## src/logic/acc_cpu_pkg.sv

```systemverilog
`default_nettype none

package acc_cpu_pkg;

    // data path width and default address width
    localparam int WORD_W     = 16;
    localparam int DEF_ADDR_W = 10;

    typedef logic [WORD_W-1:0] word_t;
    typedef logic [DEF_ADDR_W-1:0] addr_t;

    // alu function codes
    typedef enum logic [3:0] {
        ALU_ADD  = 4'd0,
        ALU_SUB  = 4'd1,
        ALU_MUL  = 4'd2,
        ALU_DIV  = 4'd3,
        ALU_SHL  = 4'd4,
        ALU_SHR  = 4'd5,
        ALU_ROL  = 4'd6,
        ALU_ROR  = 4'd7,
        ALU_AND  = 4'd8,
        ALU_OR   = 4'd9,
        ALU_XOR  = 4'd10,
        ALU_NOR  = 4'd11,
        ALU_NAND = 4'd12,
        ALU_XNOR = 4'd13,
        ALU_GT   = 4'd14,
        ALU_EQ   = 4'd15
    } alu_func_t;

    // instruction class in bits 15..14
    typedef enum logic [1:0] {
        CLS_ALU  = 2'd0,
        CLS_LDA  = 2'd1,
        CLS_STA  = 2'd2,
        CLS_CTRL = 2'd3
    } instr_class_t;

    // jump kind in bits 13..10 for the control class where other codes are no-ops
    typedef enum logic [3:0] {
        CTL_JMP  = 4'd0,
        CTL_JZ   = 4'd1,
        CTL_HALT = 4'd2
    } ctrl_kind_t;

    // one instruction word with class, function or kind and word address
    typedef struct packed {
        instr_class_t cls;
        logic [3:0]   fn;
        addr_t        adr;
    } instr_t;

    // wishbone classic request from master to slave
    typedef struct packed {
        logic  cyc;
        logic  stb;
        logic  we;
        addr_t adr;
        word_t dat;
    } wb_req_t;

    // wishbone classic response from slave to master
    typedef struct packed {
        logic  ack;
        word_t dat;
    } wb_rsp_t;

    // load enables from sequencer to datapath
    typedef struct packed {
        logic ld_ir;
        logic ld_mbr;
        logic ld_mar_operand;
        logic ld_acc_alu;
        logic ld_acc_mem;
        logic pc_inc;
        logic pc_jump;
        logic pc_clear;
    } seq_ctrl_t;

    // decoded fields back to the sequencer
    typedef struct packed {
        instr_class_t cls;
        ctrl_kind_t   kind;
        logic         acc_zero;
    } dp_status_t;

endpackage

`default_nettype wire

```

## src/logic/alu.sv

```systemverilog
`default_nettype none

module alu
    import acc_cpu_pkg::*;
(
    input  alu_func_t func,
    input  word_t     a,
    input  word_t     b,
    output word_t     y
);

    // b only matters for the two-operand functions
    always_comb begin
        case (func)
            ALU_ADD: y = a + b;
            ALU_SUB: y = a - b;
            // low half of the product
            ALU_MUL: y = a * b;
            ALU_DIV: begin
                // divide by zero gives all ones
                if (b == '0) begin
                    y = '1;
                end else begin
                    y = a / b;
                end
            end
            // logical shifts by one
            ALU_SHL: y = {a[WORD_W-2:0], 1'b0};
            ALU_SHR: y = {1'b0, a[WORD_W-1:1]};
            // rotates by one
            ALU_ROL: y = {a[WORD_W-2:0], a[WORD_W-1]};
            ALU_ROR: y = {a[0], a[WORD_W-1:1]};
            ALU_AND: y = a & b;
            ALU_OR: y = a | b;
            ALU_XOR: y = a ^ b;
            ALU_NOR: y = ~(a | b);
            ALU_NAND: y = ~(a & b);
            ALU_XNOR: y = ~(a ^ b);
            // unsigned compare, result is one or zero
            ALU_GT: begin
                if (a > b) begin
                    y = word_t'(1);
                end else begin
                    y = '0;
                end
            end
            ALU_EQ: begin
                if (a == b) begin
                    y = word_t'(1);
                end else begin
                    y = '0;
                end
            end
            default: y = '0;
        endcase
    end

endmodule

`default_nettype wire

```

## src/logic/cpu_datapath.sv

```systemverilog
`default_nettype none

module cpu_datapath
    import acc_cpu_pkg::*;
#(
    parameter int ADDR_W = DEF_ADDR_W
) (
    input  wire        clk,
    input  wire        arst_n,
    input  seq_ctrl_t  ctrl,
    input  word_t      mem_dat,
    output dp_status_t status,
    output addr_t      mar,
    output word_t      acc,
    output addr_t      pc
);

    typedef logic [ADDR_W-1:0] pc_t;

    pc_t    pc_q;
    pc_t    pc_d;
    pc_t    mar_q;
    pc_t    mar_d;
    pc_t    op_adr;
    instr_t ir_q;
    word_t  mbr_q;
    word_t  acc_q;
    word_t  alu_y;

    // address field of the current instruction, sized to memory depth
    assign op_adr = pc_t'(ir_q.adr);

    // next pc, clear beats jump beats increment
    always_comb begin
        pc_d = pc_q;
        if (ctrl.pc_clear) begin
            pc_d = '0;
        end else if (ctrl.pc_jump) begin
            pc_d = op_adr;
        end else if (ctrl.pc_inc) begin
            // wraps at the top of memory
            pc_d = pc_q + 1'b1;
        end
    end

    // mar follows the pc unless the operand address is selected
    // so it is already pointing at the next fetch after exec
    assign mar_d = ctrl.ld_mar_operand ? op_adr : pc_d;

    always_ff @(posedge clk or negedge arst_n) begin
        if (!arst_n) begin
            pc_q  <= '0;
            mar_q <= '0;
            ir_q  <= '0;
            mbr_q <= '0;
            acc_q <= '0;
        end else begin
            pc_q  <= pc_d;
            mar_q <= mar_d;
            if (ctrl.ld_ir) begin
                ir_q <= instr_t'(mem_dat);
            end
            if (ctrl.ld_mbr) begin
                mbr_q <= mem_dat;
            end
            // a new run starts from a clean accumulator
            if (ctrl.pc_clear) begin
                acc_q <= '0;
            end else if (ctrl.ld_acc_alu) begin
                acc_q <= alu_y;
            end else if (ctrl.ld_acc_mem) begin
                acc_q <= mbr_q;
            end
        end
    end

    // acc op mbr, function straight from the ir
    alu u_alu (
        .func (alu_func_t'(ir_q.fn)),
        .a    (acc_q),
        .b    (mbr_q),
        .y    (alu_y)
    );

    // decode for the sequencer
    assign status.cls      = ir_q.cls;
    assign status.kind     = ctrl_kind_t'(ir_q.fn);
    assign status.acc_zero = (acc_q == '0);

    assign mar = addr_t'(mar_q);
    assign pc  = addr_t'(pc_q);
    assign acc = acc_q;

endmodule

`default_nettype wire

```

## config.mk

```make
export PLATFORM = sky130hd
export DESIGN_NAME = cpu_datapath
export DESIGN_NICKNAME = d
export VERILOG_FILES = /design/src/logic/acc_cpu_pkg.sv /design/src/logic/alu.sv /design/src/logic/cpu_datapath.sv
export SDC_FILE = /design/constraint.sdc
export NUM_CORES = 1
export LEC_CHECK = 0
export BUFFER_PORTS_ARGS = -buffer_cell sky130_fd_sc_hd__buf_2
export CELL_PAD_IN_SITES_DETAIL_PLACEMENT = 0
export CELL_PAD_IN_SITES_GLOBAL_PLACEMENT = 1
export CORE_MARGIN = 5
export CORE_UTILIZATION = 53
export CTS_CLUSTER_SIZE = 20
export DETAILED_ROUTE_END_ITERATION = 8
export GPL_TIMING_DRIVEN = 0
export PLACE_DENSITY_LB_ADDON = 0.1
export SLEW_MARGIN = 20
export SYNTH_ARGS = -nofsm -noshare
export SYNTH_HDL_FRONTEND = slang
export SYNTH_HIERARCHICAL = 1
export SYNTH_SLANG_ARGS = --single-unit
```

## constraint.sdc

```tcl
create_clock -name clk -period 52.4 [get_ports clk]
set_input_delay 7.86 -clock clk [delete_from_list [all_inputs] [get_ports clk]]
set_output_delay 7.86 -clock clk [all_outputs]
set_load 0.1 [all_outputs]
```

---- Yosys cells after proc, flatten, opt, wreduce, memory -nomap -nowiden ----
Cells that the tools add are included.
word-level totals
  bits of input ports ..................... 26
  flip-flop bits (word level) ............. 68
  logic and storage cells ................. 50
  output and inout port bits .............. 43
cells by class
  reductions and logical operators ........ 4
  multiply operators ...................... 1
  mux-type cells .......................... 11
  eq/ne operators ......................... 16
  bitwise logic cells ..................... 6
  magnitude comparators ................... 1
  add/subtract/negate cells ............... 3
  divide/modulo/power cells ............... 1
operators by type and width
  kind                     count
  $pmux W16 S16            1
  $mux W16                 4
  $not A16 Y16             3
  $mux W10                 4
  $eq A4 B4 Y1 const B     8
  $logic_not A16 Y1        2
  $add A16 B16 Y16         1
  $and A16 B16 Y16         1
  $div A16 B16 Y16         1
  $eq A16 B16 Y1           1
  $eq A4 B3 Y1 const B     4
  $gt A16 B16 Y1           1
  $mul A16 B16 Y16         1
  $or A16 B16 Y16          1
  $sub A16 B16 Y16         1
  $xor A16 B16 Y16         1
  $add A10 B1 Y10 const B  1
  $eq A4 B2 Y1 const B     2
  $eq A4 B1 Y1 const B     1
  $logic_not A4 Y1         1
  $reduce_bool A3 Y1       1
  $mux W1                  2

---- Logic depth before layout (Yosys ltp) ----
Gate-level depths: netlist of the first run.
  word-level depth ........................ 5
  mapped depth ............................ 135
  gate-level depth less buffers ........... 125

---- By module ----
Netlist of the first run, hierarchy kept.
by module, submodules not included
  module        times used  seq. area each (sq um)  area an instance (sq um)  cells each
  alu           1           0.0                     14241.2                   2002
  cpu_datapath  1           1701.6                  3009.1                    267

---- Least setup slack after synthesis of the first run ----
OpenSTA, ideal clock, no wires.
  path type ............................... register -> register
  start point ............................. reg mbr_q[8]
  end point ............................... reg acc_q[0] (netlist: acc[0])
  cell stages (with the launch flop) ...... 119
  required time ........................... 52.268 ns
  path slack .............................. 24.172 ns
  buffers on the path ..................... 10
  arrival time ............................ 28.096 ns
  clock period less this slack ............ 28.228 ns
  library setup time ...................... 0.132 ns
  cells stage by stage .................... dfrtp_1 buf_2 or4_1 buf_2 nor3_2 nand2_1 nor3_1 a21oi_1 a21oi_1 ha_1 o21ai_0 a21oi_1 nand2_1 mux2_2 ha_1 or4b_2 a311oi_1 nor2_1 [... 83 more ...] a21oi_1 a31oi_1 a41oi_1 a211oi_1 or2_2 clkbuf_1 mux2_2 ha_1 o21a_1 o21a_1 o21a_1 o21a_1 o21a_1 o311ai_0 a31oi_1 o22a_1 a21oi_1 nor2_1
between the ends
  longest elaborated chain between the ends .. 5
  elaborated cells on any way between the ends .. 10
  classes of those cells .................. div (1); order compare (1); eq/ne (1); mux (6); reduce/logical (1)
RTL lines
  element                                         line                source
  from (decl)                                     cpu_datapath.sv:26  word_t mbr_q;
  from (signal assigned)                          cpu_datapath.sv:64  mbr_q <= mem_dat;
  $div A16 B16 Y16, or another cell as far along  alu.sv:24           y = a / b;
  $mux W16, or another cell as far along          alu.sv:21           if (b == '0) begin
  $pmux W16 S16 (*)                               alu.sv:14           case (func)
  named net alu_y[0]                              cpu_datapath.sv:28  word_t alu_y;
  $mux W16 (*)                                    cpu_datapath.sv:69  end else if (ctrl.ld_acc_alu) begin
  $mux W16 (*)                                    cpu_datapath.sv:67  if (ctrl.pc_clear) begin
  to (signal assigned)                            cpu_datapath.sv:70  acc_q <= alu_y;
  to (signal assigned)                            cpu_datapath.sv:72  acc_q <= mbr_q;
  to (decl)                                       cpu_datapath.sv:27  word_t acc_q;
Mark *: on every way through the listed nets, which the timed path passes. The rest lies on a longest branch.
A chain may end at the register's enable or synchronous reset.

---- Worst setup path in the final report of the first run ----
  start point ............................. reg mbr_q[9]
  end point ............................... reg acc_q[0] (netlist: acc[0])
The elaborated chain is that of the path after synthesis.

==> results of run 1 <==
## cells by family (layout without fill, tap and decap cells)
group,count (synthesis),after routing,share of synthesized area
adder cells (fa/ha/maj),319,319,0.267
XOR/XNOR,124,124,0.0630
multiplexers,103,103,0.0638
AO/OA/AOI/OAI,641,641,0.250
flip-flops,68,68,0.0986
buffers and inverters,304,385,0.0676
AND/OR/NAND/NOR,710,710,0.190
## area by class of cell
class / count / area [um^2] / area share
flip-flops and latches: 68 / 1700 / 0.0922
multi-input cells: 1897 / 14400 / 0.780
inverters: 193 / 728 / 0.0394
well taps: 442 / 553 / 0.0300
plain buffers: 111 / 442 / 0.0239
repair buffers: 65 / 342 / 0.0185
clock inverters: 6 / 63.8 / 0.00346
clock buffers: 10 / 239 / 0.0129
## registers in the layout (all words and copies together) (netlist names)
name and flops:
mar 10, op_adr 10, acc 16, mbr_q 16
pc 10, status 6
## worst max-delay path, delay by kind of cell (launching register included)
kind / cells / cell delay (ps)
compound gates: 66 / 19650
flops: 1 / 440
buf+inv: 14 / 3930
fa+ha+maj: 15 / 4420
simple gates: 21 / 4880
mux: 6 / 2190
## placed cells by master, fill, tap and decap left out, drive strengths merged, types with 55 or more instances in the layout
cell type | Yosys | final
mux2 | 55 | 55
buf | 20 | 85
ha | 237 | 237
fa | 82 | 82
nor2 | 261 | 261
clkbuf | 91 | 101
dfrtp | 68 | 68
nand2 | 199 | 199
o21ai | 120 | 120
a21oi | 151 | 151
inv | 186 | 187
xnor2 | 85 | 85
## metrics by stage
stage / std cells / worst slack (ps) / power (uW) / utilization
2_1_floorplan: 2269 / 24170 / 393 / -
3_3_place_gp: 2773 / 16640 / 496 / 0.560
3_5_place_dp: 2776 / 17390 / 503 / 0.561
4_1_cts: 2792 / 17170 / 567 / 0.570
5_1_grt: 2792 / 14300 / 622 / 0.570
6_report: 2792 / 16680 / 577 / 0.570
## metal layers
layer,vias up,share of wire,GRT usage
li1,8269,-,-
met1,8591,0.43,0.493
met2,919,0.44,0.569
met3,145,0.090,0.0494
met4,0,0.046,0.138
met5,-,0,0
## power breakdown
| group | switching (uW) | total, uW | internal (uW) |
|---|---|---|---|
| Clock | 22.3 | 60.3 | 38.0 |
| Sequential | 12.5 | 70.3 | 57.8 |
| Combinational | 281 | 446 | 165 |
| Total | 316 | 577 | 260 |
## how the worst min path moves through the flow
stage | end | cells past startpoint | start | slack (ps)
6_report | mar[8] | 1 | op_adr[8] | 510
4_1_cts | mar[8] | 1 | op_adr[8] | 510
2_1_floorplan | mar[8] | 1 | op_adr[8] | 470
3_5_place_dp | mar[8] | 1 | op_adr[8] | 480
3_3_place_gp | status[5] | 1 | status[5] | 480
5_1_grt | mar[8] | 1 | op_adr[8] | 530
==> flow_metrics.env, run 1 <==
export IMPL_grt_max_degree=41
export IMPL_overflow=0
export IMPL_yosysWarnings=6
export IMPL_htree_num_levels=3
export IMPL_detail_route_antenna_nets=0
export IMPL_seq_area_frac_synth=0.0986
export IMPL_tns_ps=0
export IMPL_pwr_density_cell_nw_per_um2=31.2
export IMPL_num_vias=17900
export IMPL_start_util=0.533
export IMPL_cp_start_kind="flop"
export IMPL_max_vdd_ir_drop_mv=0.0253
export IMPL_vias_per_cell=6.42
export IMPL_reg2reg_to="acc[0]"
export IMPL_grt_pass1_vias=17500
export IMPL_die_x_um=190
export IMPL_portBuffers=62
export IMPL_max_freq_mhz=28.0
export IMPL_outcome="finished clean"
export IMPL_worst_slew_pin_slew_ps=1120
export IMPL_max_slew_margin_rel=0.252
export IMPL_synth_edf_count=0
export IMPL_grt_pass1_wl_um=102000
export IMPL_finalCriticalPeriod_ps=35720
export IMPL_dr_first_iter_drc_count=1819
export IMPL_cp_max_fo=10
export IMPL_synth_cell_types=90
export IMPL_cts_buffers=9
export IMPL_clock_sinks=68
export IMPL_root_buffer="clkbuf_16"
export IMPL_critPathCapture="acc[0]"
export IMPL_grt_use_total=0.357
export IMPL_fin_nets=2690
export IMPL_synth_most_common_cell="nor2_1"
export IMPL_whs_ps=510
export IMPL_area_growth_synth_to_final_pct=7.04
export IMPL_path_clk_slew_ps=60
export IMPL_core_um2=32400
export IMPL_skew_ps=6.45
export IMPL_clk_path_buf_depth=2
export IMPL_syn_instance_count=2269
export IMPL_path_class="flop to flop"
export IMPL_r2r_slack_ps=16680
export IMPL_cap_violations=0
export IMPL_synthArstFlopShare=1.00
export IMPL_cts_repair_resized=0
export IMPL_critPathSlowestCell="a21oi_1"
export IMPL_syn_area_um2=17300
export IMPL_synth_area_per_cell_um2=7.60
export IMPL_netlist_top_cells_count="nor2_1, ha_1, nand2_1"
export IMPL_rsz0062_at_grt="no"
export IMPL_synth_area_leaders="ha_1, dfrtp_1, fa_1"
export IMPL_yosys_area_top_type_share=0.172
export IMPL_die_area_um2=36300
export IMPL_dieHeight_um=190
export IMPL_avgRoutedWirePerCell_um=23.8
export IMPL_rows=66
export IMPL_drv_slew=0
export IMPL_end_kind="flop"
export IMPL_antenna_cells=0
export IMPL_p_leak_uw=0.00871
export IMPL_route_detailed_drc=0
export IMPL_nFillCells=3200
export IMPL_setup_viol=0
export IMPL_hold_buffers=0
export IMPL_placed_area_um2=18200
export IMPL_syn_num_nets=2614
export IMPL_fin_crit_sh=0.682
export IMPL_hold_path_class="flop to flop"
export IMPL_cpPeakStageDelay_ps=710
export IMPL_r2r_cells=122
export IMPL_place_congestion=1.04
export IMPL_cp_startpoint="mbr_q[9]"
export IMPL_ys_flop_type="dfrtp_1"
export IMPL_arrival_ps=35910
export IMPL_cts_tree="yes"
export IMPL_drive_above_1_share=0.0813
export IMPL_fin_area_um2=18500
export IMPL_synth_seq_cells=68
export IMPL_worstSkewPairLatency_ps=330
export IMPL_hpwl_um=52200
export IMPL_drt_total_wl_um=66300
export IMPL_yosysTopAreaCell="ha_1"
export IMPL_antenna_found_initial=0
export IMPL_timing_rr_start="mbr_q[9]"
export IMPL_crit_top_cell="ha_1"
export IMPL_first_pass_iters=6
export IMPL_worstPathRequired_ps=52590
export IMPL_cts_setup_buffers=0
export IMPL_hold_viol_final=0
export IMPL_io_pins=69
(Power assumes the default switching activity.)
==> inputs of run 2 (changes only) <==
--- a/config.mk
+++ b/config.mk
@@ -9,7 +9,7 @@
 export CELL_PAD_IN_SITES_DETAIL_PLACEMENT = 0
 export CELL_PAD_IN_SITES_GLOBAL_PLACEMENT = 1
 export CORE_MARGIN = 5
-export CORE_UTILIZATION = 53
+export CORE_UTILIZATION = 44
 export CTS_CLUSTER_SIZE = 20
 export DETAILED_ROUTE_END_ITERATION = 8
 export GPL_TIMING_DRIVEN = 0
==> constraint.sdc (replaced) <==
create_clock -name clk -period 32.8 [get_ports clk]
set_input_delay 4.92 -clock clk [delete_from_list [all_inputs] [get_ports clk]]
set_output_delay 4.92 -clock clk [all_outputs]
set_load 0.1 [all_outputs]
==> run 2 against run 1 <==
  * Clock power rose by 50%
  * Routed wire length grew 2.9%
  * Clock skew rose by 4.7 ps
  * Largest power group unchanged
  * Highest routed layer unchanged
==> flow_metrics.env, run 2 (synthesized netlist as in run 1, its figures left out) <==
export IMPL_core_um2=38700
export IMPL_r2r_cells=121
export IMPL_num_vias=17700
export IMPL_root_buffer="clkbuf_16"
export IMPL_grt_pass1_wl_um=103000
export IMPL_skew_ps=11.1
export IMPL_clock_sinks=68
export IMPL_avgRoutedWirePerCell_um=23.8
export IMPL_tns_ps=0
export IMPL_start_util=0.445
export IMPL_area_growth_synth_to_final_pct=9.31
export IMPL_arrival_ps=31200
export IMPL_place_congestion=1.01
export IMPL_antenna_found_initial=0
export IMPL_critPathSlowestCell="or4b_2"
export IMPL_use_met2=0.500
export IMPL_die_x_um=208
export IMPL_crit_buf_inv=12
export IMPL_final_cell_mix="nor2_1, ha_1, nand2_1"
export IMPL_hold_path_startpoint="op_adr[8]"
export IMPL_grt_use_total=0.301
export IMPL_grt_pass1_vias=17100
export IMPL_timing_rr_start="mbr_q[9]"
export IMPL_cap_violations=0
export IMPL_end_kind="flop"
export IMPL_grt_util_met3=0.0283
export IMPL_first_pass_iters=5
export IMPL_layout_commonest_cell="nor2_1"
export IMPL_reg2reg_to="acc[0]"
export IMPL_portBuffers=62
export IMPL_outcome="finished clean"
export IMPL_worstSkewPairLatency_ps=330
export IMPL_dieHeight_um=208
export IMPL_setup_slack_ps=1790
export IMPL_rows=72
export IMPL_crit_family="compound AO/OA/AOI/OAI gates"
export IMPL_grt_busiest_layer="met2"
export IMPL_whs_ps=498
export IMPL_grtUsageMet1=0.419
export IMPL_hold_path_class="flop to flop"
export IMPL_fin_crit_sh=0.945
export IMPL_p_leak_uw=0.00884
export IMPL_io_pins=69
export IMPL_path_clk_slew_ps=60
export IMPL_hold_viol_final=0
export IMPL_totalPowerFinal_uw=923
export IMPL_dp_slack_ps=-3130
export IMPL_min_to="mar[8]"
export IMPL_cts_buffers=9
export IMPL_cp_max_fo=10
export IMPL_drive_above_1_share=0.106
export IMPL_max_vdd_ir_drop_mv=0.0590
export IMPL_finalCriticalPeriod_ps=31010
export IMPL_detail_route_antenna_nets=0
export IMPL_drt_total_wl_um=68200
export IMPL_route_detailed_drc=0
export IMPL_overflow=0
export IMPL_max_slew_margin_rel=0.201
export IMPL_cpPeakStageDelay_ps=610
export IMPL_hold_depth=1
export IMPL_worst_slew_pin_slew_ps=1200
export IMPL_setup_viol=0
export IMPL_fin_nets=2695
export IMPL_r2r_slack_ps=1790
export IMPL_worstPathRequired_ps=33000
export IMPL_hpwl_um=53900
export IMPL_path_class="flop to flop"
export IMPL_pwr_density_cell_nw_per_um2=49.0
export IMPL_cp_start_kind="flop"
export IMPL_post_route_util=0.487
export IMPL_dr_first_iter_drc_count=1476
export IMPL_vias_per_cell=6.17
export IMPL_htree_num_levels=3
export IMPL_max_freq_mhz=32.2
export IMPL_crit_top_cell="ha_1"
export IMPL_clk_path_buf_depth=2
export IMPL_antenna_cells=0
export IMPL_hold_buffers=0
export IMPL_drv_slew=0
export IMPL_cts_tree="yes"
export IMPL_die_area_um2=43300
export IMPL_grt_max_degree=56
## run 2: changes by cell type in the layout (fill, tap and decap cells not counted), moves of 5 or more
cell      before  now
clkbuf_2       0   11
buf_4          2    9
a21oi_1      149  144
clkbuf_1      91   76
## run 2: worst reg2reg max path, delay by kind of cell (launching register included)
| family | cells | cell delay, ps |
|---|---|---|
| flops | 1 | 470 |
| mux | 5 | 1780 |
| fa+ha+maj | 15 | 4560 |
| buf+inv | 12 | 2760 |
| simple gates | 26 | 5360 |
| compound gates | 63 | 15960 |
## run 2: repair_timing
| action | CTS | global route |
|---|---|---|
| pin swaps | 0 | 6 |
| setup buffers | 0 | 8 |
| gates resized for setup | 30 | 43 |
| endpoints found under the setup margin | 2 | 2 |
| hold endpoints to repair | 0 | 0 |
## run 2: metal layers
metal  part of all wire  vias to the layer above
met5                  0                        -
met4              0.031                        0
met3              0.063                      121
met2               0.46                      665
met1               0.45                     8646
li1                   -                     8288
## run 2: layout make-up
type / count / area, um^2
clock inverters: 7 / 57.6
well taps: 518 / 648
clock buffers: 9 / 225
repair buffers: 73 / 423
multi-input cells: 1897 / 14600
fillers: 4007 / 19900
plain buffers: 108 / 445
inverters: 193 / 733
flip-flops and latches: 68 / 1700
## run 2: worst max-delay path by stage
stage / start / to / slack (ps) / depth (start not counted)
after floorplan: mbr_q[8] / acc[0] / 4570 / 118
after global placement: mbr_q[0] / acc[0] / -4130 / 120
after detailed placement: mbr_q[15] / acc[0] / -3130 / 123
after CTS: mbr_q[15] / acc[0] / 30 / 120
after global routing: mbr_q[9] / acc[0] / -70 / 124
final: mbr_q[9] / acc[0] / 1790 / 121
## run 2: power by group
group          switching (uW)  internal [uW]  total [uW]  leakage [uW]
Sequential               20.6           92.3         113      0.000844
Clock                    38.6           52.1        90.7      0.000129
Combinational             454            265         720       0.00787
Total                     514            410         923       0.00884
## run 2: metrics by stage
stage | cell area, um^2 | instances
3_3_place_gp | 18200 | 2849
5_1_grt | 18900 | 2873
3_5_place_dp | 18300 | 2852
6_report | 18900 | 2873
2_1_floorplan | 17300 | 2269
4_1_cts | 18600 | 2866
