===== src/logic/acc_cpu_pkg.sv =====
`default_nettype none

package acc_cpu_pkg;

    // data path width and default address width
    localparam int WORD_W     = 16;
    localparam int DEF_ADDR_W = 10;

    typedef logic [WORD_W-1:0] word_t;
    typedef logic [DEF_ADDR_W-1:0] addr_t;

    // alu function codes
    typedef enum logic [3:0] {
        ALU_ADD  = 4'd0,
        ALU_SUB  = 4'd1,
        ALU_MUL  = 4'd2,
        ALU_DIV  = 4'd3,
        ALU_SHL  = 4'd4,
        ALU_SHR  = 4'd5,
        ALU_ROL  = 4'd6,
        ALU_ROR  = 4'd7,
        ALU_AND  = 4'd8,
        ALU_OR   = 4'd9,
        ALU_XOR  = 4'd10,
        ALU_NOR  = 4'd11,
        ALU_NAND = 4'd12,
        ALU_XNOR = 4'd13,
        ALU_GT   = 4'd14,
        ALU_EQ   = 4'd15
    } alu_func_t;

    // instruction class in bits 15..14
    typedef enum logic [1:0] {
        CLS_ALU  = 2'd0,
        CLS_LDA  = 2'd1,
        CLS_STA  = 2'd2,
        CLS_CTRL = 2'd3
    } instr_class_t;

    // jump kind in bits 13..10 for the control class where other codes are no-ops
    typedef enum logic [3:0] {
        CTL_JMP  = 4'd0,
        CTL_JZ   = 4'd1,
        CTL_HALT = 4'd2
    } ctrl_kind_t;

    // one instruction word with class, function or kind and word address
    typedef struct packed {
        instr_class_t cls;
        logic [3:0]   fn;
        addr_t        adr;
    } instr_t;

    // wishbone classic request from master to slave
    typedef struct packed {
        logic  cyc;
        logic  stb;
        logic  we;
        addr_t adr;
        word_t dat;
    } wb_req_t;

    // wishbone classic response from slave to master
    typedef struct packed {
        logic  ack;
        word_t dat;
    } wb_rsp_t;

    // load enables from sequencer to datapath
    typedef struct packed {
        logic ld_ir;
        logic ld_mbr;
        logic ld_mar_operand;
        logic ld_acc_alu;
        logic ld_acc_mem;
        logic pc_inc;
        logic pc_jump;
        logic pc_clear;
    } seq_ctrl_t;

    // decoded fields back to the sequencer
    typedef struct packed {
        instr_class_t cls;
        ctrl_kind_t   kind;
        logic         acc_zero;
    } dp_status_t;

endpackage

`default_nettype wire


===== src/logic/cpu_sequencer.sv =====
`default_nettype none

module cpu_sequencer
    import acc_cpu_pkg::*;
(
    input  wire        clk,
    input  wire        arst_n,
    input  logic       run,
    input  dp_status_t status,
    input  wb_rsp_t    bus_rsp,
    output seq_ctrl_t  ctrl,
    output logic       cyc,
    output logic       stb,
    output logic       we,
    output logic       busy,
    output logic       halted
);

    typedef enum logic [2:0] {
        ST_IDLE,
        ST_FETCH,
        ST_DECODE,
        ST_OPERAND,
        ST_STORE,
        ST_EXEC,
        ST_HALTED
    } seq_state_t;

    seq_state_t state_q;
    seq_state_t state_d;
    logic       is_halt;

    assign is_halt = (status.cls == CLS_CTRL) && (status.kind == CTL_HALT);

    always_ff @(posedge clk or negedge arst_n) begin
        if (!arst_n) begin
            state_q <= ST_IDLE;
        end else begin
            state_q <= state_d;
        end
    end

    always_comb begin
        state_d = state_q;
        ctrl    = '0;
        case (state_q)
            ST_IDLE, ST_HALTED: begin
                // start over from address zero
                if (run) begin
                    ctrl.pc_clear = 1'b1;
                    state_d       = ST_FETCH;
                end
            end
            ST_FETCH: begin
                // mar holds pc here, wait for the word
                if (bus_rsp.ack) begin
                    ctrl.ld_ir = 1'b1;
                    state_d    = ST_DECODE;
                end
            end
            ST_DECODE: begin
                ctrl.ld_mar_operand = 1'b1;
                // pc stays on a halt so it reports the halt address
                ctrl.pc_inc = !is_halt;
                case (status.cls)
                    CLS_CTRL: state_d = ST_EXEC;
                    CLS_STA: state_d = ST_STORE;
                    default: state_d = ST_OPERAND;
                endcase
            end
            ST_OPERAND: begin
                // keep operand address on the bus until ack
                ctrl.ld_mar_operand = 1'b1;
                if (bus_rsp.ack) begin
                    ctrl.ld_mbr = 1'b1;
                    state_d     = ST_EXEC;
                end
            end
            ST_STORE: begin
                ctrl.ld_mar_operand = 1'b1;
                if (bus_rsp.ack) begin
                    state_d = ST_EXEC;
                end
            end
            ST_EXEC: begin
                state_d = ST_FETCH;
                case (status.cls)
                    CLS_ALU: ctrl.ld_acc_alu = 1'b1;
                    CLS_LDA: ctrl.ld_acc_mem = 1'b1;
                    CLS_CTRL: begin
                        case (status.kind)
                            CTL_JMP: ctrl.pc_jump = 1'b1;
                            // taken only on a zero accumulator
                            CTL_JZ: ctrl.pc_jump = status.acc_zero;
                            CTL_HALT: state_d = ST_HALTED;
                            default: ctrl.pc_jump = 1'b0;
                        endcase
                    end
                    // store already done on the bus
                    default: ctrl.ld_acc_alu = 1'b0;
                endcase
            end
            default: state_d = ST_IDLE;
        endcase
    end

    // bus strobes straight from state, dropped the cycle after ack
    assign cyc    = (state_q == ST_FETCH) || (state_q == ST_OPERAND) || (state_q == ST_STORE);
    assign stb    = cyc;
    assign we     = (state_q == ST_STORE);
    assign busy   = (state_q != ST_IDLE) && (state_q != ST_HALTED);
    assign halted = (state_q == ST_HALTED);

    // wishbone rules for the master side
    a_stb_in_cyc: assert property (@(posedge clk) disable iff (!arst_n)
        stb |-> cyc);

    // request held steady while waiting on a stalled slave
    a_req_stable: assert property (@(posedge clk) disable iff (!arst_n)
        (stb && !bus_rsp.ack) |=> (stb && $stable(we)));

    a_halt_not_busy: assert property (@(posedge clk) disable iff (!arst_n)
        !(halted && busy));

endmodule

`default_nettype wire


===== config.mk =====
export PLATFORM = sky130hd
export DESIGN_NAME = cpu_sequencer
export DESIGN_NICKNAME = d
export VERILOG_FILES = /design/src/logic/acc_cpu_pkg.sv /design/src/logic/cpu_sequencer.sv
export SDC_FILE = /design/constraint.sdc
export NUM_CORES = 1
export LEC_CHECK = 0
export ABC_AREA = 1
export BUFFER_PORTS_ARGS = -buffer_cell sky130_fd_sc_hd__buf_2
export CAP_MARGIN = 10
export CORE_AREA = 2 2 39 41
export CTS_CLUSTER_DIAMETER = 30
export DETAILED_ROUTE_END_ITERATION = 12
export DIE_AREA = 0 0 41 43
export PLACE_DENSITY = 0.65
export RECOVER_POWER = 50
export SETUP_SLACK_MARGIN = 0.05
export SLEW_MARGIN = 10
export SYNTH_ARGS = -nofsm -noshare
export SYNTH_HDL_FRONTEND = slang
export SYNTH_SLANG_ARGS = --single-unit
export TNS_END_PERCENT = 50

===== constraint.sdc =====
create_clock -name clk -period 2.3 [get_ports clk]
set_input_delay 0.46 -clock clk [delete_from_list [all_inputs] [get_ports clk]]
set_output_delay 0.46 -clock clk [all_outputs]
set_load 0.05 [all_outputs]

* After elaboration in Yosys (flattened, before gate mapping)
Cells that the tools add are included.
** Cells by class
- Eq/ne operators :: 15
- Muxes and demuxes :: 20
- Reductions and logical operators :: 13
** Operator list (count)
- 2-to-1 mux 3 bit :: 5
- one-hot mux 3 bit (5 select lines) :: 1
- 2-to-1 mux 1 bit :: 11
- == test 3 bit (second input constant) :: 3
- == test 3 x 2 -> 1 bit (second input constant) :: 2
- one-hot mux 3 bit (2 select lines) :: 1
- == test 2 bit (second input constant) :: 2
- == test 4 x 1 -> 1 bit (second input constant) :: 1
- == test 4 x 2 -> 1 bit (second input constant) :: 1
- logical NOT 4 bit :: 1
- inequality test 2 bit (second input constant) :: 2
- OR reduction 2 bit :: 2
- == test 3 x 1 -> 1 bit (second input constant) :: 1
- logical NOT 3 bit :: 1
- inequality test 3 bit (second input constant) :: 1
- AND reduction 3 bit :: 1
- nonzero test 3 bit :: 1
- OR reduction 3 bit :: 1
- == test 2 x 1 -> 1 bit (second input constant) :: 1
- logical AND 1 bit :: 2
- logical NOT 2 bit :: 1
- logical OR 1 bit :: 2
- 2-to-1 mux 2 bit :: 1
- inequality test 2 x 1 -> 1 bit (second input constant) :: 1
- other kinds (2) :: 2
** Storage, ports and cells
- Flip-flop bits (word level) :: 3
- Bits of input ports :: 27
- Output and inout port bits :: 13
- Word-level logic and storage cells :: 49

* Depth between registers and ports, before layout
Gate-level depths: netlist of the first run.
- Word-level depth :: 4
- Gate-level depth with buffers :: 8
- Gate-level depth less buffers :: 8

* Worst setup path after synthesis of the first run
No wires, ideal clock.
- Path type :: register -> output
- Start :: reg state_q[1]
- End :: out ctrl[1] (netlist bit)
- Data arrival time :: 1.826 ns
- Required time :: 1.840 ns
- Setup slack :: 0.014 ns
- Stages on the path, launching flop included :: 6
- Buffers on the path :: 0
- Cell sequence :: dfrtp_1 > inv_1 > nand2_1 > nor2_2 > inv_1 > nor3_1
** RTL lines
- from (decl) :: RTL line cpu_sequencer.sv:29 : seq_state_t state_q;
- from (signal assigned) :: RTL line cpu_sequencer.sv:39 : state_q <= state_d;
- to (decl) :: RTL line cpu_sequencer.sv:11 : output seq_ctrl_t ctrl,

==> results of run 1 <==
-- power by group --
group / leakage [nW] / switching, mW / internal [mW]
Clock: 0.0150 / 0.0257 / 0.0649
Combinational: 0.291 / 0.488 / 0.144
Sequential: 0.0377 / 0.0388 / 0.0780
Total: 0.344 / 0.552 / 0.287
-- Yosys cell counts --
library cell	instances
nand2_1	21
o21ai_0	1
inv_1	13
nor2_2	1
dfrtp_1	3
nand2_2	5
o211ai_1	1
nor2_1	12
a21oi_1	1
inv_2	2
nor3_1	3
nand3_1	6
buf_4	1
-- worst reg2reg max path: cells and delay by family (launching register included) --
kind	cells	cell delay [ns]
and+or+nand+nor	7	0.70
buffers and inverters	1	0.06
DFF	1	0.44
-- layer usage --
metal  wire, um  up-vias
met1        386      206
met5          0        -
li1           -      263
met2        431       19
met4          0        0
met3         70        0
-- worst min-delay path by stage --
stage / endpoint / slack [ns] / depth (start not counted)
final: state_q[1] / 0.02 / 1
after global routing: state_q[1] / 0.02 / 1
after CTS: state_q[1] / 0.01 / 1
after detailed placement: state_q[0] / 0.26 / 1
after global placement: state_q[0] / 0.25 / 1
after floorplan: state_q[0] / 0.16 / 0
-- kinds of logic (layout without fill, tap and decap cells) --
family / count (synthesis) / after routing / share of synthesized area, %
compound gates: 3 / 3 / 4.83
buf+inv: 16 / 42 / 17.6
flops: 3 / 3 / 20.7
simple gates: 48 / 48 / 56.9
-- through the flow --
step	cells	setup WS [ns]	hold slack, ns	utilization [%]
after floorplan	70	0.0513	0.164	-
after global placement	108	0.584	0.255	35.8
after detailed placement	108	0.584	0.256	35.8
after CTS	112	0.332	0.0107	37.7
after global routing	112	0.232	0.0222	36.8
final	112	0.342	0.0212	36.8
-- layout make-up --
type,count,share of cell area (%)
clock buffers,4,5.16
well taps,16,3.93
multi-input cells,51,43.5
flip-flops and latches,3,14.7
repair buffers,23,21.6
inverters,15,11.1
==> metrics.txt, run 1 <==
# TYPE chip_impl_metric gauge
chip_impl_metric{name="cts_buffers",unit=""} 3
chip_impl_metric{name="power.static_leakage",unit="nW"} 0.344
chip_impl_info{name="worst_setup_path_endpoint",value="ctrl[1]"} 1
chip_impl_metric{name="remaining_drc_errors",unit=""} 0
chip_impl_metric{name="n_fill_cell",unit=""} 164
chip_impl_metric{name="worst-slew-pin-transition",unit="ns"} 0.595
chip_impl_info{name="layout_commonest_cell",value="nand2_1"} 1
chip_impl_metric{name="timing.critical_path.required",unit="ns"} 1.84
chip_impl_info{name="regMostFlops",value="state_q"} 1
chip_impl_metric{name="rr_worst_depth",unit=""} 8
chip_impl_info{name="most-common-layout-cells",value="nand2_1, buf_2, inv_1, nor2_1, nand3_1"} 1
chip_impl_metric{name="finished_layout_cell_area",unit="um^2"} 509
chip_impl_info{name="slowest_library_cell_on_the_worst_path",value="dfrtp_1"} 1
chip_impl_info{name="worst_setup_path_start_kind",value="flop"} 1
chip_impl_metric{name="syn_to_final_growth",unit="%"} 40.3
chip_impl_metric{name="total_number_of_vias",unit=""} 488
chip_impl_metric{name="globalRouteMet2Util",unit="%"} 20.3
chip_impl_metric{name="gpl.final_weighted_congestion",unit=""} 0.764
chip_impl_metric{name="total_of_max_cap_violations",unit=""} 0
chip_impl_metric{name="global_route.usage.met3",unit="%"} 3.14
chip_impl_metric{name="cts_hold_repair.buffers",unit=""} 0
chip_impl_metric{name="cts_clk_pin_slew_worst_paths",unit="ns"} 0.04
chip_impl_metric{name="post-route-period-util",unit="%"} 85.1
chip_impl_metric{name="clock_skew",unit="ns"} 0.00696
chip_impl_metric{name="die_w",unit="um"} 41
chip_impl_metric{name="syn_area",unit="um^2"} 363
chip_impl_metric{name="wp_buf_inv",unit=""} 3
chip_impl_metric{name="numPortBuffers",unit=""} 23
chip_impl_metric{name="initial_utilization",unit="%"} 26.2
chip_impl_info{name="cts_tree",value="built"} 1
chip_impl_metric{name="pwr_density_cell",unit="nW/um^2"} 1650
chip_impl_metric{name="largest_register_ff_count",unit=""} 3
chip_impl_metric{name="die_h",unit="um"} 43
chip_impl_info{name="synth_top_cells_by_area",value="nand2_1, dfrtp_1, inv_1, nor2_1, nand2_2"} 1
chip_impl_info{name="worstReg2RegStart",value="state_q[1]"} 1
chip_impl_metric{name="ant_nets",unit=""} 0
chip_impl_metric{name="cts.htree.levels",unit=""} 1
chip_impl_metric{name="floorplan.rows",unit=""} 14
chip_impl_metric{name="slew_violations",unit=""} 0
chip_impl_metric{name="slowest_stage_delay_cp",unit="ns"} 0.44
chip_impl_metric{name="core_region_area",unit="um^2"} 1380
chip_impl_metric{name="critical_path_cell_count",unit=""} 6
chip_impl_info{name="timing_worst_setup_path_type",value="reg2out"} 1
chip_impl_info{name="synth_top_cell_by_area",value="nand2_1"} 1
chip_impl_metric{name="design_power_total",unit="uW"} 840
chip_impl_metric{name="wirelength",unit="um"} 887
chip_impl_metric{name="setup_violations",unit=""} 0
chip_impl_metric{name="grt_max_degree",unit=""} 8
chip_impl_metric{name="ys_warn_count",unit=""} 0
chip_impl_info{name="r2r_endpoint",value="state_q[0]"} 1
chip_impl_metric{name="grt_overflow_total",unit=""} 0
chip_impl_metric{name="post_synth_num_cell_types",unit=""} 13
chip_impl_metric{name="power.ir.vdd_worst",unit="V"} 0.000518
chip_impl_metric{name="initial_antenna_violation_count",unit=""} 0
chip_impl_metric{name="io_pins",unit=""} 40
chip_impl_metric{name="use_met1",unit="%"} 12.9
chip_impl_metric{name="total_nets_after_synthesis",unit=""} 97
chip_impl_metric{name="clock_path_buffers",unit=""} 2
chip_impl_metric{name="setup_tns",unit="ns"} 0
chip_impl_metric{name="antenna_cells",unit=""} 0
chip_impl_metric{name="cts_repair_resize_count",unit=""} 0
chip_impl_metric{name="avgRoutedWirePerCell",unit="um"} 7.92
chip_impl_metric{name="final_net_count",unit=""} 124
chip_impl_info{name="end_kind",value="output port"} 1
chip_impl_metric{name="critical_path.max_fanout",unit=""} 7
chip_impl_metric{name="total_of_flip_flops_plus_latches_after_synthesis",unit=""} 3
chip_impl_metric{name="finalWorstPathRequiredPeriod",unit="ns"} 1.96
chip_impl_metric{name="grt_util_all_layers",unit="%"} 11.8
chip_impl_metric{name="regArea",unit="um^2"} 75.1
chip_impl_info{name="crit_path_cell_trace",value="inv_1 > nand2_1 > nor2_2 > inv_1 > nor3_2 > buf_2"} 1
chip_impl_metric{name="grt_first_pass_wirelength",unit="um"} 1480
chip_impl_metric{name="placed_area",unit="um^2"} 495
chip_impl_metric{name="1st_iter_drt_viols",unit=""} 15
chip_impl_metric{name="max-slew-margin-rel",unit="%"} 60.5
chip_impl_metric{name="worstSkewPairLatency",unit="ns"} 0.23
chip_impl_metric{name="reg2reg_setup_slack",unit="ns"} 1.00
chip_impl_metric{name="drt_pre_antenna_iters",unit=""} 4
chip_impl_metric{name="combined_area_of_the_multi_input_logic_cells",unit="um^2"} 221
chip_impl_info{name="status",value="completed"} 1
chip_impl_metric{name="timing.final.hold_violations",unit=""} 0
chip_impl_metric{name="synth_top_area_share",unit="%"} 21.7
chip_impl_info{name="largest_registers_in_the_final_layout",value="state_q x3"} 1
chip_impl_metric{name="fmaxAchievable",unit="MHz"} 511
chip_impl_metric{name="viasPerCell",unit=""} 4.36
chip_impl_info{name="busiest_layer_in_global_routing",value="met2"} 1
chip_impl_metric{name="drive_gt1_share",unit="%"} 29.2
chip_impl_metric{name="yosysSeqAreaShare",unit="%"} 20.7
chip_impl_info{name="rsz0062_at_grt",value="no"} 1
chip_impl_info{name="cts.root.buffer_cell",value="clkbuf_4"} 1
chip_impl_info{name="cp_startpoint",value="state_q[1]"} 1
chip_impl_metric{name="grt_pass1_vias",unit=""} 429
chip_impl_metric{name="crit_arrival",unit="ns"} 1.50
chip_impl_info{name="cpMostUsedCell",value="inv_1"} 1
chip_impl_metric{name="die_area",unit="um^2"} 1760
chip_impl_metric{name="synth.avg_cell_area",unit="um^2"} 5.18
chip_impl_metric{name="post-cts-setup-buffer-count",unit=""} 0
chip_impl_metric{name="syn_inst",unit=""} 70
chip_impl_metric{name="post-dp-hpwl",unit="um"} 763
chip_impl_info{name="critical-path-top-delay-family",value="flip-flops"} 1
chip_impl_metric{name="clock-sinks",unit=""} 3
chip_impl_info{name="timing.hold.worst.class",value="in2async"} 1
Note: power is estimated with default switching activity, not from simulation.
==> inputs of run 2 (changes only) <==
ABC_AREA = default   (was 1)
PLACE_DENSITY = 0.69   (was 0.65)
==> run 2 against run 1 <==
Against the previous run:
- cell count fell by 16%
- via count down 0.20%
- sequential power rose by 4%
- critical path depth fell by 2
- area after synthesis grew 11%
- total power fell by 0.12%
- core utilization increased by 2.7 points
- synthesized cell count is 24% lower
- first-iteration DRC count decreased by 47%
==> metrics.txt, run 2 <==
# TYPE chip_impl_metric gauge
chip_impl_info{name="synth_top_cells_by_area",value="dfrtp_1, nand2b_1, nor2_1, nor3_1, nor2b_1"} 1
chip_impl_metric{name="use_met1",unit="%"} 19.2
chip_impl_info{name="status",value="completed"} 1
chip_impl_metric{name="syn_to_final_growth",unit="%"} 35.7
chip_impl_metric{name="total_of_max_cap_violations",unit=""} 0
chip_impl_metric{name="avgRoutedWirePerCell",unit="um"} 10.9
chip_impl_info{name="most-common-layout-cells",value="buf_2, nor2_1, clkbuf_1"} 1
chip_impl_metric{name="final_net_count",unit=""} 106
chip_impl_metric{name="synth_top_area_share",unit="%"} 18.6
chip_impl_metric{name="die_area",unit="um^2"} 1760
chip_impl_metric{name="global_route.usage.met3",unit="%"} 1.57
chip_impl_metric{name="floorplan.rows",unit=""} 14
chip_impl_metric{name="ys_warn_count",unit=""} 0
chip_impl_metric{name="grt_util_all_layers",unit="%"} 12.8
chip_impl_metric{name="cts_hold_repair.buffers",unit=""} 0
chip_impl_metric{name="die_h",unit="um"} 43
chip_impl_metric{name="globalRouteMet2Util",unit="%"} 18.1
chip_impl_info{name="cts_tree",value="built"} 1
chip_impl_info{name="layout_commonest_cell",value="buf_2"} 1
chip_impl_metric{name="drt_pre_antenna_iters",unit=""} 4
chip_impl_metric{name="max-slew-margin-rel",unit="%"} 57.6
chip_impl_metric{name="worstSkewPairLatency",unit="ns"} 0.23
chip_impl_metric{name="pwr_density_cell",unit="nW/um^2"} 1530
chip_impl_metric{name="die_w",unit="um"} 41
chip_impl_info{name="synth.most_common_cell",value="nor2_1"} 1
chip_impl_metric{name="1st_iter_drt_viols",unit=""} 8
chip_impl_metric{name="total_number_of_vias",unit=""} 487
chip_impl_metric{name="grt_pass1_vias",unit=""} 382
chip_impl_metric{name="viasPerCell",unit=""} 5.18
chip_impl_metric{name="grt_max_degree",unit=""} 18
chip_impl_metric{name="post_synth_num_cell_types",unit=""} 28
chip_impl_metric{name="syn_area",unit="um^2"} 403
chip_impl_info{name="cts.root.buffer_cell",value="clkbuf_4"} 1
chip_impl_metric{name="cts_buffers",unit=""} 3
chip_impl_metric{name="cts_repair_resize_count",unit=""} 0
chip_impl_info{name="end_kind",value="output port"} 1
chip_impl_metric{name="crit_arrival",unit="ns"} 1.63
chip_impl_info{name="synth_top_cell_by_area",value="dfrtp_1"} 1
chip_impl_metric{name="fin_worst_setup_slack",unit="ns"} 0.208
chip_impl_metric{name="total_of_flip_flops_plus_latches_after_synthesis",unit=""} 3
chip_impl_metric{name="critical_path.max_fanout",unit=""} 4
chip_impl_metric{name="wirelength",unit="um"} 1020
chip_impl_info{name="timing.hold.worst.class",value="in2async"} 1
chip_impl_metric{name="grt_overflow_total",unit=""} 0
chip_impl_metric{name="ant_nets",unit=""} 0
chip_impl_metric{name="synth.avg_cell_area",unit="um^2"} 7.60
chip_impl_metric{name="fmaxAchievable",unit="MHz"} 478
chip_impl_metric{name="clock_path_buffers",unit=""} 2
chip_impl_metric{name="post-dp-hpwl",unit="um"} 767
chip_impl_metric{name="async_reset_ff_share",unit="%"} 100
chip_impl_metric{name="numPortBuffers",unit=""} 23
chip_impl_metric{name="finalWorstPathRequiredPeriod",unit="ns"} 2.09
chip_impl_metric{name="finished_layout_cell_area",unit="um^2"} 547
chip_impl_info{name="largest_registers_in_the_final_layout",value="state_q x3"} 1
chip_impl_info{name="regMostFlops",value="state_q"} 1
chip_impl_metric{name="timing.final.hold_violations",unit=""} 0
chip_impl_info{name="busiest_layer_in_global_routing",value="met1"} 1
chip_impl_metric{name="cts.htree.levels",unit=""} 1
chip_impl_metric{name="rr_worst_depth",unit=""} 3
chip_impl_metric{name="post-route-period-util",unit="%"} 91.0
chip_impl_metric{name="initial_utilization",unit="%"} 29.1
chip_impl_metric{name="placed_area",unit="um^2"} 524
chip_impl_info{name="worst_setup_path_start_kind",value="flop"} 1
chip_impl_info{name="rsz0062_at_grt",value="no"} 1
chip_impl_metric{name="gpl.final_weighted_congestion",unit=""} 0.800
chip_impl_metric{name="yosysSeqAreaShare",unit="%"} 18.6
chip_impl_info{name="netlist_top_cells_count",value="nor2_1, inv_1, nand2b_1, nor3_1"} 1
chip_impl_info{name="synth_ff_type",value="dfrtp_1"} 1
chip_impl_metric{name="minimum_setup_slack_after_placement",unit="ns"} 0.386
chip_impl_metric{name="remaining_drc_errors",unit=""} 0
chip_impl_metric{name="largest_register_ff_count",unit=""} 3
chip_impl_metric{name="cts_clk_pin_slew_worst_paths",unit="ns"} 0.04
chip_impl_metric{name="slew_violations",unit=""} 0
chip_impl_metric{name="setup_violations",unit=""} 0
chip_impl_metric{name="post-cts-setup-buffer-count",unit=""} 0
chip_impl_metric{name="grt_first_pass_wirelength",unit="um"} 1590
chip_impl_metric{name="total_nets_after_synthesis",unit=""} 80
chip_impl_metric{name="power.static_leakage",unit="nW"} 0.256
chip_impl_metric{name="worst-slew-pin-transition",unit="ns"} 0.639
chip_impl_metric{name="syn_inst",unit=""} 53
chip_impl_metric{name="core_region_area",unit="um^2"} 1380
chip_impl_metric{name="timing.critical_path.required",unit="ns"} 1.84
chip_impl_metric{name="number_of_synthesized_flops_with_an_enable_pin",unit=""} 0
chip_impl_metric{name="clock-sinks",unit=""} 3
chip_impl_metric{name="layout.core_utilization",unit="%"} 39.5
chip_impl_metric{name="power.ir.vdd_worst",unit="V"} 0.000498
chip_impl_info{name="timing_worst_setup_path_type",value="reg2out"} 1
chip_impl_metric{name="io_pins",unit=""} 40
chip_impl_metric{name="drive_gt1_share",unit="%"} 39.7
chip_impl_metric{name="n_fill_cell",unit=""} 161
chip_impl_metric{name="initial_antenna_violation_count",unit=""} 0
chip_impl_metric{name="clock_skew",unit="ns"} 0.00200
chip_impl_metric{name="antenna_cells",unit=""} 0
## run 2: cells by family (layout without fill, tap and decap cells)
family                 count (synthesis)  after routing  share of synthesized area (%)
buffers and inverters                  8             33                           11.5
and+or+nand+nor                       28             28                           41.6
AOI/OAI and AO/OA                     14             14                           28.3
DFF                                    3              3                           18.6
## run 2: per-stage QoR
stage | power, mW | hold slack, ns | instances | TNS (ns)
after detailed placement | 0.747 | 0.257 | 90 | 0
after global routing | 0.900 | 0.0304 | 94 | 0
after CTS | 0.842 | 0.0140 | 94 | 0
final | 0.839 | 0.0248 | 94 | 0
after global placement | 0.746 | 0.255 | 90 | 0
after floorplan | 0.649 | 0.164 | 53 | -0.00985
## run 2: report_power, final
group | internal [mW] | switching [mW]
Sequential | 0.0778 | 0.0442
Clock | 0.0649 | 0.0250
Combinational | 0.178 | 0.449
Total | 0.321 | 0.518
## run 2: layer usage
layer	up-vias	share of wire (%)	wire length [um]
li1	247	-	-
met1	209	44	449
met2	27	46	466
met3	4	8.9	91
met4	0	1.4	14
met5	-	0	0
## run 2: final cells by class
cell class              instances  area, um^2  area share [%]
multi-input cells              42         284            51.9
repair buffers                 25         125            22.9
flip-flops and latches          3        76.3            14.0
clock buffers                   4        26.3            4.81
well taps                      16        20.0            3.66
inverters                       4        15.0            2.75
## run 2: final timing paths
kind | from | to | slack (ns)
max | state_q[1] | ctrl[1] | 0.21
min reg2reg | state_q[1] | state_q[1] | 0.69
min | arst_n | state_q[2] | 0.02
max in group asynchronous | arst_n | state_q[0] | 2.11
min in group clk | bus_rsp[16] | state_q[0] | 0.54
max reg2reg | state_q[0] | state_q[0] | 1.00
## run 2: worst max-delay path, cell delays in order, from the launching register on
cell and delay, ns:
dfrtp_1 0.36, nor2b_1 0.25, nand2_2 0.13, a2111oi_2 0.34
buf_2 0.32
==> inputs of run 3 (changes only) <==
PLACE_DENSITY = default   (was 0.69)
PLACE_DENSITY_LB_ADDON = 0.3   (was default)
==> run 3 against run 2 <==
Against the previous run:
- sequential cell count stayed put
- critical path type unchanged
- total power fell by 1.2%
- worst hold slack about the same
- largest cell class unchanged
- largest power group unchanged
- core utilization decreased by 0.54 points
- register-to-register slack hardly changed
- non-clock buffer count unchanged
==> metrics.txt, run 3 (synthesis results as in run 2) <==
# TYPE chip_impl_metric gauge
chip_impl_info{name="critical-path-top-delay-family",value="simple AND/OR/NAND/NOR gates"} 1
chip_impl_metric{name="grt_first_pass_wirelength",unit="um"} 1460
chip_impl_metric{name="grt_max_degree",unit=""} 18
chip_impl_metric{name="remaining_drc_errors",unit=""} 0
chip_impl_metric{name="initial_antenna_violation_count",unit=""} 0
chip_impl_metric{name="minimum_setup_slack_after_placement",unit="ns"} 0.387
chip_impl_metric{name="drive_gt1_share",unit="%"} 38.5
chip_impl_info{name="status",value="completed"} 1
chip_impl_info{name="timing.hold.worst.class",value="in2async"} 1
chip_impl_metric{name="power.ir.vdd_worst",unit="V"} 0.000673
chip_impl_metric{name="post-route-period-util",unit="%"} 88.6
chip_impl_metric{name="crit_arrival",unit="ns"} 1.58
chip_impl_metric{name="core_region_area",unit="um^2"} 1380
chip_impl_metric{name="floorplan.rows",unit=""} 14
chip_impl_info{name="slowest_library_cell_on_the_worst_path",value="dfrtp_1"} 1
chip_impl_metric{name="cts_hold_repair.buffers",unit=""} 0
chip_impl_info{name="rsz0062_at_grt",value="no"} 1
chip_impl_metric{name="wirelength",unit="um"} 987
chip_impl_metric{name="max-slew-margin-rel",unit="%"} 60.8
chip_impl_metric{name="n_fill_cell",unit=""} 149
chip_impl_metric{name="total_of_max_cap_violations",unit=""} 0
chip_impl_metric{name="slew_violations",unit=""} 0
chip_impl_metric{name="cts_repair_resize_count",unit=""} 0
chip_impl_info{name="cts_tree",value="built"} 1
chip_impl_metric{name="final_net_count",unit=""} 106
chip_impl_metric{name="clock-sinks",unit=""} 3
chip_impl_metric{name="die_h",unit="um"} 43
chip_impl_metric{name="worstSkewPairLatency",unit="ns"} 0.23
chip_impl_metric{name="worst-slew-pin-transition",unit="ns"} 0.591
chip_impl_info{name="crit_path_cell_trace",value="buf_4 > nor2b_1 > or3_1 > nor2_2 > buf_2"} 1
chip_impl_metric{name="die_area",unit="um^2"} 1760
chip_impl_metric{name="clock_skew",unit="ns"} 0.000801
chip_impl_metric{name="viasPerCell",unit=""} 4.95
chip_impl_metric{name="numPortBuffers",unit=""} 23
chip_impl_metric{name="setup_violations",unit=""} 0
chip_impl_metric{name="syn_to_final_growth",unit="%"} 33.9
chip_impl_metric{name="pwr_density_cell",unit="nW/um^2"} 1540
chip_impl_metric{name="fin_worst_setup_slack",unit="ns"} 0.262
chip_impl_metric{name="io_pins",unit=""} 40
chip_impl_metric{name="layout.core_utilization",unit="%"} 39.0
chip_impl_metric{name="fmaxAchievable",unit="MHz"} 491
chip_impl_metric{name="timing.final.hold_violations",unit=""} 0
chip_impl_metric{name="cts_clk_pin_slew_worst_paths",unit="ns"} 0.04
chip_impl_metric{name="setup_tns",unit="ns"} 0
chip_impl_metric{name="post-dp-hpwl",unit="um"} 773
chip_impl_metric{name="power.static_leakage",unit="nW"} 0.255
chip_impl_info{name="regMostFlops",value="state_q"} 1
chip_impl_metric{name="finished_layout_cell_area",unit="um^2"} 539
chip_impl_metric{name="cts.htree.levels",unit=""} 1
chip_impl_info{name="largest_registers_in_the_final_layout",value="state_q x3"} 1
chip_impl_info{name="layout_commonest_cell",value="buf_2"} 1
chip_impl_metric{name="ant_nets",unit=""} 0
chip_impl_metric{name="antenna_cells",unit=""} 0
chip_impl_metric{name="grt_util_all_layers",unit="%"} 12.3
chip_impl_metric{name="finalWorstPathRequiredPeriod",unit="ns"} 2.04
chip_impl_metric{name="clock_path_buffers",unit=""} 2
chip_impl_metric{name="placed_cells",unit=""} 90
chip_impl_metric{name="drt_pre_antenna_iters",unit=""} 2
chip_impl_metric{name="cts_buffers",unit=""} 3
chip_impl_info{name="end_kind",value="output port"} 1
chip_impl_metric{name="slowest_stage_delay_cp",unit="ns"} 0.36
chip_impl_metric{name="total_number_of_vias",unit=""} 465
chip_impl_metric{name="wp_buf_inv",unit=""} 2
chip_impl_info{name="most-common-layout-cells",value="buf_2, nor2_1, clkbuf_1"} 1
chip_impl_metric{name="1st_iter_drt_viols",unit=""} 3
chip_impl_metric{name="layout.cells.non_filler",unit=""} 94
chip_impl_metric{name="critical_path.max_fanout",unit=""} 13
chip_impl_metric{name="die_w",unit="um"} 41
chip_impl_metric{name="grt_overflow_total",unit=""} 0
chip_impl_info{name="worst_setup_path_start_kind",value="flop"} 1
chip_impl_metric{name="final.hold.worst_slack",unit="ns"} 0.0248
chip_impl_metric{name="timing.critical_path.required",unit="ns"} 1.84
chip_impl_metric{name="placed_area",unit="um^2"} 524
chip_impl_metric{name="gpl.final_weighted_congestion",unit=""} 0.746
chip_impl_metric{name="post-cts-setup-buffer-count",unit=""} 0
chip_impl_info{name="cts.root.buffer_cell",value="clkbuf_4"} 1
chip_impl_metric{name="reg2reg_setup_slack",unit="ns"} 1.00
chip_impl_metric{name="grt_pass1_vias",unit=""} 336
chip_impl_metric{name="avgRoutedWirePerCell",unit="um"} 10.5
chip_impl_metric{name="largest_register_ff_count",unit=""} 3
chip_impl_metric{name="initial_utilization",unit="%"} 29.1
chip_impl_metric{name="design_power_total",unit="uW"} 829
chip_impl_info{name="timing_worst_setup_path_type",value="reg2out"} 1
## run 3: cell count changes in the layout (fill, tap and decap cells not counted)
cell	delta
o41ai_1	+1
o41ai_2	-1
## run 3: area by class of cell
cell class / instances / area, um^2 / share of cell area (%)
Sequential cell: 3 / 76.3 / 14.2
Tap cell: 16 / 20.0 / 3.71
Inverter: 4 / 15.0 / 2.78
Multi-Input combinational cell: 42 / 277 / 51.3
Timing Repair Buffer: 25 / 125 / 23.2
Clock buffer: 4 / 26.3 / 4.87
## run 3: routing by layer
| layer | global-route usage, % | vias to the layer above | share of wire, % |
|---|---|---|---|
| met5 | 0 | - | 0 |
| met4 | 6.00 | 0 | 0 |
| met3 | 4.19 | 0 | 6.0 |
| met2 | 17.8 | 12 | 48 |
| met1 | 15.6 | 208 | 46 |
| li1 | - | 245 | - |
## run 3: worst paths after layout
| kind | start | to | cells past startpoint |
|---|---|---|---|
| worst min-delay path | arst_n | state_q[2] | 1 |
| worst max register to register | state_q[0] | state_q[0] | 3 |
| worst min register to register | state_q[1] | state_q[1] | 2 |
| max in group asynchronous | arst_n | state_q[0] | 1 |
| worst max-delay path | state_q[1] | ctrl[0] | 5 |
| min in group clk | bus_rsp[16] | state_q[0] | 2 |
## run 3: report_power, final
part / leakage, nW / internal, mW / switching [mW] / total [mW]
Sequential: 0.0367 / 0.0778 / 0.0418 / 0.120
Clock: 0.0150 / 0.0649 / 0.0254 / 0.0903
Combinational: 0.203 / 0.176 / 0.443 / 0.619
Total: 0.255 / 0.318 / 0.510 / 0.829
